[config.mk]
export PLATFORM = sky130hd
export DESIGN_NAME = exec_stage
export DESIGN_NICKNAME = d
export VERILOG_FILES = /design/src/hdl/exec_pkg.sv /design/src/hdl/pipe_delay.sv /design/src/hdl/alu_unit.sv /design/src/hdl/mult_unit.sv /design/src/hdl/result_merge.sv /design/src/hdl/exec_stage.sv
export SDC_FILE = /design/constraint.sdc
export NUM_CORES = 2
export LEC_CHECK = 0
export BUFFER_PORTS_ARGS = -buffer_cell sky130_fd_sc_hd__buf_2
export CORE_UTILIZATION = 47
export CTS_BUF_LIST = sky130_fd_sc_hd__clkbuf_8 sky130_fd_sc_hd__clkbuf_16
export CTS_CLUSTER_SIZE = 8
export DETAILED_ROUTE_END_ITERATION = 10
export PLACE_DENSITY = 0.69
export RECOVER_POWER = 50
export SETUP_SLACK_MARGIN = 0.02
export SKIP_CTS_REPAIR_TIMING = 1
export SYNTH_ARGS = -nofsm -noshare
export SYNTH_HDL_FRONTEND = slang
export SYNTH_SLANG_ARGS = --single-unit
[constraint.sdc]
create_clock -name clock -period 11.67 [get_ports clock]
set_input_delay 2.334 -clock clock [delete_from_list [all_inputs] [get_ports clock]]
set_output_delay 2.334 -clock clock [all_outputs]
set_load 0.05 [all_outputs]
[src/hdl/exec_pkg.sv]
package exec_pkg;

	// datapath widths
	localparam int xlen      = 32; // operand and result width
	localparam int tag_width = 4;  // destination tag carried with each op

	// pipeline and queue sizing
	localparam int mult_stages     = 4; // multiplier latency in cycles
	localparam int merge_depth     = 4; // alu result queue entries
	localparam int merge_ptr_width = $clog2(merge_depth);
	localparam int merge_cnt_width = $clog2(merge_depth + 1); // holds 0..merge_depth

	// alu and branch-condition function codes
	typedef enum logic [3:0] {
		alu_add  = 4'd0,
		alu_sub  = 4'd1,
		alu_and  = 4'd2,
		alu_or   = 4'd3,
		alu_xor  = 4'd4,
		alu_slt  = 4'd5,  // signed compare
		alu_sltu = 4'd6,  // unsigned compare
		alu_sll  = 4'd7,
		alu_srl  = 4'd8,
		alu_sra  = 4'd9,
		br_beq   = 4'd10, // branches write 0 and set taken
		br_bne   = 4'd11,
		br_blt   = 4'd12,
		br_bge   = 4'd13,
		br_bltu  = 4'd14,
		br_bgeu  = 4'd15
	} alu_func_t;

	// M-extension multiply forms
	typedef enum logic [1:0] {
		mul_lo   = 2'd0, // low word
		mul_hi   = 2'd1, // signed x signed, high word
		mul_hisu = 2'd2, // signed x unsigned, high word
		mul_hiu  = 2'd3  // unsigned x unsigned, high word
	} mul_func_t;

endpackage

[src/hdl/pipe_delay.sv]
`timescale 1ns/1ns
module pipe_delay #(
	parameter type payload_t = logic,
	parameter int  depth     = 2
) (
	input  logic     clock,
	input  logic     reset,
	input  logic     flush,
	input  logic     in_valid,
	input  payload_t in_data,
	output logic     out_valid,
	output payload_t out_data
);
	logic     valid_q [depth]; // one valid bit per stage
	payload_t data_q  [depth]; // payload, not reset

	// valid chain, killed by reset or flush
	always_ff @(posedge clock) begin
		if (reset || flush) begin
			for (int i = 0; i < depth; i++) begin
				valid_q[i] <= 1'b0;
			end
		end else begin
			valid_q[0] <= in_valid;
			for (int i = 1; i < depth; i++) begin
				valid_q[i] <= valid_q[i-1];
			end
		end
	end

	always_ff @(posedge clock) begin
		data_q[0] <= in_data;
		for (int i = 1; i < depth; i++) begin
			data_q[i] <= data_q[i-1]; // plain shift
		end
	end

	assign out_valid = valid_q[depth-1];
	assign out_data  = data_q[depth-1];

	// no x on the valid output once out of reset
	a_out_valid_known: assert property (@(posedge clock) disable iff (reset)
		!$isunknown(out_valid));

endmodule

[src/hdl/alu_unit.sv]
`timescale 1ns/1ns
module alu_unit import exec_pkg::*; (
	input  logic                 clock,
	input  logic                 reset,
	input  logic                 flush,
	input  logic                 alu_valid,
	input  alu_func_t            alu_func,
	input  logic [xlen-1:0]      alu_a,
	input  logic [xlen-1:0]      alu_b,
	input  logic [tag_width-1:0] alu_tag,
	output logic                 alu_done,
	output logic [tag_width-1:0] alu_done_tag,
	output logic [xlen-1:0]      alu_done_result,
	output logic                 alu_done_taken
);
	logic signed [xlen-1:0] a_s;    // signed views for slt, sra, blt, bge
	logic signed [xlen-1:0] b_s;
	logic        [4:0]      shamt;  // shift amount from b
	logic        [xlen-1:0] result; // comb result
	logic                   taken;  // comb branch condition
	logic                   is_br;

	assign a_s   = alu_a;
	assign b_s   = alu_b;
	assign shamt = alu_b[4:0];
	assign is_br = alu_func inside {br_beq, br_bne, br_blt, br_bge, br_bltu, br_bgeu};

	always_comb begin
		result = '0; // branches leave result at zero
		taken  = 1'b0;
		case (alu_func)
			alu_add:  result = alu_a + alu_b;
			alu_sub:  result = alu_a - alu_b;
			alu_and:  result = alu_a & alu_b;
			alu_or:   result = alu_a | alu_b;
			alu_xor:  result = alu_a ^ alu_b;
			alu_slt:  result = {{(xlen-1){1'b0}}, a_s < b_s};
			alu_sltu: result = {{(xlen-1){1'b0}}, alu_a < alu_b};
			alu_sll:  result = alu_a << shamt;
			alu_srl:  result = alu_a >> shamt;
			alu_sra:  result = a_s >>> shamt; // sign fill
			br_beq:   taken  = (alu_a == alu_b);
			br_bne:   taken  = (alu_a != alu_b);
			br_blt:   taken  = (a_s < b_s);
			br_bge:   taken  = (a_s >= b_s);
			br_bltu:  taken  = (alu_a < alu_b);
			br_bgeu:  taken  = (alu_a >= alu_b);
			default:  result = xlen'(32'hfacebeec); // x func code, keeps it latch free
		endcase
	end

	// completion valid, one cycle after issue
	always_ff @(posedge clock) begin
		if (reset || flush) begin
			alu_done <= 1'b0; // drop op issued in the flush cycle too
		end else begin
			alu_done <= alu_valid;
		end
	end

	// payload regs
	always_ff @(posedge clock) begin
		alu_done_tag    <= alu_tag;
		alu_done_result <= result;
		alu_done_taken  <= taken;
	end

	// taken only ever comes from a branch issued the cycle before
	a_taken_branch_only: assert property (@(posedge clock) disable iff (reset)
		alu_done && alu_done_taken |-> $past(is_br));

endmodule

[src/hdl/mult_unit.sv]
`timescale 1ns/1ns
module mult_unit import exec_pkg::*; (
	input  logic                 clock,
	input  logic                 reset,
	input  logic                 flush,
	input  logic                 mul_valid,
	input  mul_func_t            mul_func,
	input  logic [xlen-1:0]      mul_a,
	input  logic [xlen-1:0]      mul_b,
	input  logic [tag_width-1:0] mul_tag,
	output logic                 mul_done,
	output logic [tag_width-1:0] mul_done_tag,
	output logic [xlen-1:0]      mul_done_result
);
	logic                     a_signed;  // treat a as signed
	logic                     b_signed;
	logic signed [xlen:0]     a_ext;     // 33 bit operands
	logic signed [xlen:0]     b_ext;
	logic signed [2*xlen+1:0] full_prod; // 66 bit, top two bits unused
	logic        [2*xlen-1:0] prod_q [mult_stages];
	logic                     tag_valid;
	mul_func_t                func_out;  // function at last stage

	always_comb begin
		case (mul_func)
			mul_lo:   {a_signed, b_signed} = 2'b11; // low word same either way
			mul_hi:   {a_signed, b_signed} = 2'b11;
			mul_hisu: {a_signed, b_signed} = 2'b10;
			mul_hiu:  {a_signed, b_signed} = 2'b00;
			default:  {a_signed, b_signed} = 2'b11;
		endcase
	end

	assign a_ext     = {a_signed & mul_a[xlen-1], mul_a};
	assign b_ext     = {b_signed & mul_b[xlen-1], mul_b};
	assign full_prod = a_ext * b_ext;

	// product in stage 0, then carried down
	always_ff @(posedge clock) begin
		prod_q[0] <= full_prod[2*xlen-1:0];
		for (int i = 1; i < mult_stages; i++) begin
			prod_q[i] <= prod_q[i-1];
		end
	end

	// control pipe, tag plus valid
	pipe_delay #(.payload_t(logic [tag_width-1:0]), .depth(mult_stages)) i_tag_pipe (
		.clock    (clock),
		.reset    (reset),
		.flush    (flush),
		.in_valid (mul_valid),
		.in_data  (mul_tag),
		.out_valid(tag_valid),
		.out_data (mul_done_tag)
	);

	// function pipe for the final word select
	pipe_delay #(.payload_t(mul_func_t), .depth(mult_stages)) i_func_pipe (
		.clock    (clock),
		.reset    (reset),
		.flush    (flush),
		.in_valid (mul_valid),
		.in_data  (mul_func),
		.out_valid(),
		.out_data (func_out)
	);

	assign mul_done        = tag_valid;
	assign mul_done_result = (func_out == mul_lo) ? prod_q[mult_stages-1][xlen-1:0]
	                                              : prod_q[mult_stages-1][2*xlen-1:xlen];

endmodule

[src/hdl/result_merge.sv]
`timescale 1ns/1ns
module result_merge import exec_pkg::*; (
	input  logic                 clock,
	input  logic                 reset,
	input  logic                 flush,
	input  logic                 alu_done,
	input  logic [tag_width-1:0] alu_done_tag,
	input  logic [xlen-1:0]      alu_done_result,
	input  logic                 alu_done_taken,
	input  logic                 mul_done,
	input  logic [tag_width-1:0] mul_done_tag,
	input  logic [xlen-1:0]      mul_done_result,
	output logic                 alu_ready,
	output logic                 wb_valid,
	output logic [tag_width-1:0] wb_tag,
	output logic [xlen-1:0]      wb_result,
	output logic                 wb_taken
);
	logic [tag_width-1:0]       q_tag    [merge_depth]; // alu result queue
	logic [xlen-1:0]            q_result [merge_depth];
	logic                       q_taken  [merge_depth];
	logic [merge_ptr_width-1:0] rd_ptr;  // oldest entry
	logic [merge_ptr_width-1:0] wr_ptr;  // next free slot
	logic [merge_cnt_width-1:0] count;   // occupied entries
	logic                       q_empty;
	logic                       push;
	logic                       pop;

	assign q_empty = (count == '0);
	assign pop     = !mul_done && !q_empty;            // head leaves when mul is idle
	assign push    = alu_done && (mul_done || !q_empty); // alu loses or must wait its turn

	// room for the result in the alu reg plus one new issue
	assign alu_ready = (count <= merge_cnt_width'(merge_depth - 2));

	// queue pointers and occupancy
	always_ff @(posedge clock) begin
		if (reset || flush) begin
			rd_ptr <= '0;
			wr_ptr <= '0;
			count  <= '0; // flush empties the queue
		end else begin
			if (push) wr_ptr <= wr_ptr + 1'b1; // wraps, depth is a power of two
			if (pop)  rd_ptr <= rd_ptr + 1'b1;
			if (push && !pop) begin
				count <= count + 1'b1;
			end else if (pop && !push) begin
				count <= count - 1'b1;
			end
		end
	end

	always_ff @(posedge clock) begin
		if (push) begin
			q_tag[wr_ptr]    <= alu_done_tag;
			q_result[wr_ptr] <= alu_done_result;
			q_taken[wr_ptr]  <= alu_done_taken;
		end
	end

	// writeback valid
	always_ff @(posedge clock) begin
		if (reset || flush) begin
			wb_valid <= 1'b0;
		end else begin
			wb_valid <= mul_done || !q_empty || alu_done;
		end
	end

	// writeback payload, mul first, then queue head, then alu bypass
	always_ff @(posedge clock) begin
		if (mul_done) begin
			wb_tag    <= mul_done_tag;
			wb_result <= mul_done_result;
			wb_taken  <= 1'b0; // mul never takes
		end else if (!q_empty) begin
			wb_tag    <= q_tag[rd_ptr];
			wb_result <= q_result[rd_ptr];
			wb_taken  <= q_taken[rd_ptr];
		end else begin
			wb_tag    <= alu_done_tag;
			wb_result <= alu_done_result;
			wb_taken  <= alu_done_taken;
		end
	end

	// alu issue discipline upstream keeps the queue from overflowing
	a_no_overflow: assert property (@(posedge clock) disable iff (reset || flush)
		push && !pop |-> count < merge_depth);

	// a mul completion shows up next cycle with taken clear
	a_mul_not_taken: assert property (@(posedge clock) disable iff (reset)
		mul_done && !flush |=> wb_valid && !wb_taken);

endmodule

[src/hdl/exec_stage.sv]
`timescale 1ns/1ns
module exec_stage import exec_pkg::*; (
	input  logic                 clock,
	input  logic                 reset,
	input  logic                 flush,
	// alu issue
	input  logic                 alu_valid,
	input  alu_func_t            alu_func,
	input  logic [xlen-1:0]      alu_a,
	input  logic [xlen-1:0]      alu_b,
	input  logic [tag_width-1:0] alu_tag,
	output logic                 alu_ready,
	// mul issue, no back-pressure
	input  logic                 mul_valid,
	input  mul_func_t            mul_func,
	input  logic [xlen-1:0]      mul_a,
	input  logic [xlen-1:0]      mul_b,
	input  logic [tag_width-1:0] mul_tag,
	// writeback
	output logic                 wb_valid,
	output logic [tag_width-1:0] wb_tag,
	output logic [xlen-1:0]      wb_result,
	output logic                 wb_taken
);
	logic                 alu_done;        // alu completion
	logic [tag_width-1:0] alu_done_tag;
	logic [xlen-1:0]      alu_done_result;
	logic                 alu_done_taken;
	logic                 mul_done;        // mul completion
	logic [tag_width-1:0] mul_done_tag;
	logic [xlen-1:0]      mul_done_result;

	alu_unit i_alu (
		.clock, .reset, .flush,
		.alu_valid, .alu_func, .alu_a, .alu_b, .alu_tag,
		.alu_done, .alu_done_tag, .alu_done_result, .alu_done_taken
	);

	mult_unit i_mult (
		.clock, .reset, .flush,
		.mul_valid, .mul_func, .mul_a, .mul_b, .mul_tag,
		.mul_done, .mul_done_tag, .mul_done_result
	);

	result_merge i_merge (
		.clock, .reset, .flush,
		.alu_done, .alu_done_tag, .alu_done_result, .alu_done_taken,
		.mul_done, .mul_done_tag, .mul_done_result,
		.alu_ready, .wb_valid, .wb_tag, .wb_result, .wb_taken
	);

endmodule

==> impl_metrics.yaml <==
yosys:
  synth_top_area_share: 0.377
  ys_warn_count: 0
  synthTopCellsByArea: "fa_1 38%, dfxtp_1 12%, inv_1 7.6%, edfxtp_1 7.4%, ha_1 6.5%"
  syn_inst: 6039
  netlist_area_um2: 59800
  syn_area_per_cell_um2: 9.91
  yosysUniqueCellTypes: 101
  syn-num-nets: 7627
  async_flop_share: 0
  synth_edf_count: 148
  ys.flop_type: "dfxtp_1"
  ys_ff_latch: 517
  synth-seq-area-share: 0.198
  synth.largest_area_cell: "fa_1"
global_route:
  grt_pass1_vias: 44752
  grt_pass1_wl_mm: 259
  globalRoute.totalOverflow: 0
  globalRoute.busiestLayer: "met2"
  grt_usage: 0.262
  grt_max_degree: 63
  met3_usage: 0.0455
  met1_usage: 0.351
  met2_usage: 0.429
  antenna_found_initial: 9
cells_and_area:
  drive_gt1_frac: 0.0818
  final_cell_mix: "1246 x inv_1, 1128 x fa_1, 826 x nand2_1"
  final_common_cell: "inv_1"
  fillers: 11391
  fin_util: 0.509
  ff_latch_area_um2: 11800
  nets: 7598
  multi_input_area_um2: 42100
  synthToLayoutAreaGrowth_pct: 7.12
  final_area_um2: 64100
drt:
  route.detailed.drc: 0
  finalWirelength_mm: 165
  via_count: 42944
  vias_per_cell: 5.57
  firstDrtPassIters: 9
  drt-initial-drc-count: 3750
  wire_per_inst_um: 21.5
  ant_nets: 0
floorplan:
  pin_count: 186
  rows: 130
  die_x_um: 359
  coreArea_um2: 126000
  fp.dieH_um: 359
  initial_core_util: 0.475
  dieArea_um2: 129000
clocking:
  root_buffer: "clkbuf_16"
  cts_tree: "done"
  cts.clk_slew.worst_paths_ps: 50
  cts_buffers: 75
  cts-htree-levels: 3
  cts_sinks: 517
  clock_path_buffers: 3
  clk_latency_ps: 590
worst_setup_path:
  cp-start-kind: "primary input"
  crit_top_cell: "fa_1"
  crit_fanout: 10
  slowest_stage: "fa_1"
  critPathMaxStageDelay_ps: 570
  end_kind: "register"
  required_ps: 12140
  crit_type: "in2reg"
  critical_path_arrival_ps: 10750
sta:
  rsz0062_at_grt: "false"
  final_period_minus_worst_setup_slack_ps: 10270
  hold_viol_final: 0
  fin_tns_setup_ps: 0
  tightest_slew_ps: 1200
  final.period_utilization: 0.880
  finalSetupViolations: 0
  maxSlewHeadroom: 0.200
  fmax_mhz: 97.3
  worst_slack_ps: 1400
  fin_skew_ps: 24.0
  drv_slew: 0
run_status:
  outcome: "finished clean"
placed_design:
  dp_hpwl_mm: 130
  place_area_um2: 61900
  portBuffers: 185
  pre_cts_slack_ps: 791
  routabilityCongestion: 0.956
worst_hold_path:
  hp-class: "reg2reg"
run:
  cap_viol_max_count: 0
## cell families (layout without fill, tap and decap cells)
family | count (synthesis) | after routing | synth area share
buffers and inverters | 1553 | 1565 | 0.0984
AO/OA/AOI/OAI | 665 | 665 | 0.0762
multiplexers | 162 | 162 | 0.0466
flip-flops | 517 | 517 | 0.198
adder cells (fa/ha/maj) | 1441 | 1441 | 0.443
other | 0 | 6 | 0
XOR/XNOR | 93 | 93 | 0.0137
AND/OR/NAND/NOR | 1608 | 1608 | 0.124
## worst max-delay path, delay by kind of cell
family,cells,cell delay (ps)
adder cells (fa/ha/maj),9,4320
AO/OA/AOI/OAI,6,2080
AND/OR/NAND/NOR,5,920
buffers and inverters,6,1090
## Yosys cell counts, types with 28 or more instances
cell type  number
inv_1        1215
fa_1         1128
nand2_1       826
dfxtp_1       369
and2_1        354
ha_1          313
clkbuf_1      295
nor2_1        223
a21oi_1       162
edfxtp_1      148
o21ai_0       138
mux4_2         90
xnor2_1        66
a21o_1         43
nor3_1         42
mux2i_1        39
a222oi_1       36
mux2_2         33
a211oi_1       31
nand3_1        29
o21bai_1       29
o211ai_1       28
## flip-flops by register name, indices dropped and copies added (netlist names), named ones only
| name | flops |
|---|---|
| i_alu.alu_done | 1 |
| i_alu.alu_done_result | 32 |
| i_alu.alu_done_tag | 4 |
| i_alu.alu_done_taken | 1 |
| i_merge.count | 3 |
| i_merge.q_result | 128 |
| i_merge.q_tag | 16 |
| i_merge.q_taken | 4 |
| i_merge.rd_ptr | 2 |
| i_merge.wb_result | 32 |
| i_merge.wb_tag | 4 |
| i_merge.wb_taken | 1 |
| i_merge.wb_valid | 1 |
| i_merge.wr_ptr | 2 |
| i_mult.i_func_pipe.data_q | 8 |
| i_mult.i_tag_pipe.data_q | 16 |
| i_mult.i_tag_pipe.valid_q | 4 |
| i_mult.prod_q | 256 |
## layout make-up
type | count | area share
inverter | 1217 | 0.0713
clock inverter | 39 | 0.00400
tap | 1650 | 0.0322
antenna | 6 | 0.000234
multi-input combinational | 3969 | 0.657
timing repair buffer | 230 | 0.0198
clock buffer | 79 | 0.0303
sequential | 517 | 0.185
## routing by layer
metal | routed length (um) | up-vias | part of all wire
met4 | 5740 | 6 | 0.035
met3 | 14800 | 317 | 0.089
li1 | - | 18665 | -
met2 | 78300 | 2099 | 0.47
met1 | 66400 | 21857 | 0.40
met5 | 40 | - | 0.00024
## through the flow
step / cells / hold WS, ps
final: 7707 / 305
after CTS: 7701 / 302
after detailed placement: 7583 / 312
after global routing: 7705 / 311
after global placement: 7583 / 310
after floorplan: 6039 / 310
## final timing paths
| check | end | slack [ps] | cells past startpoint | from |
|---|---|---|---|---|
| max | i_mult.prod_q[0][61] | 1400 | 26 | mul_func[1] |
| min | i_mult.prod_q[2][3] | 310 | 0 | i_mult.prod_q[1][3] |
| max reg2reg | i_merge.wb_result[23] | 9150 | 4 | register |
| min reg2reg | i_mult.prod_q[2][3] | 310 | 0 | i_mult.prod_q[1][3] |
Power is left out: the tool's default activity adds up to more than one toggle a clock period on the data nets, which glitch-free logic cannot reach.
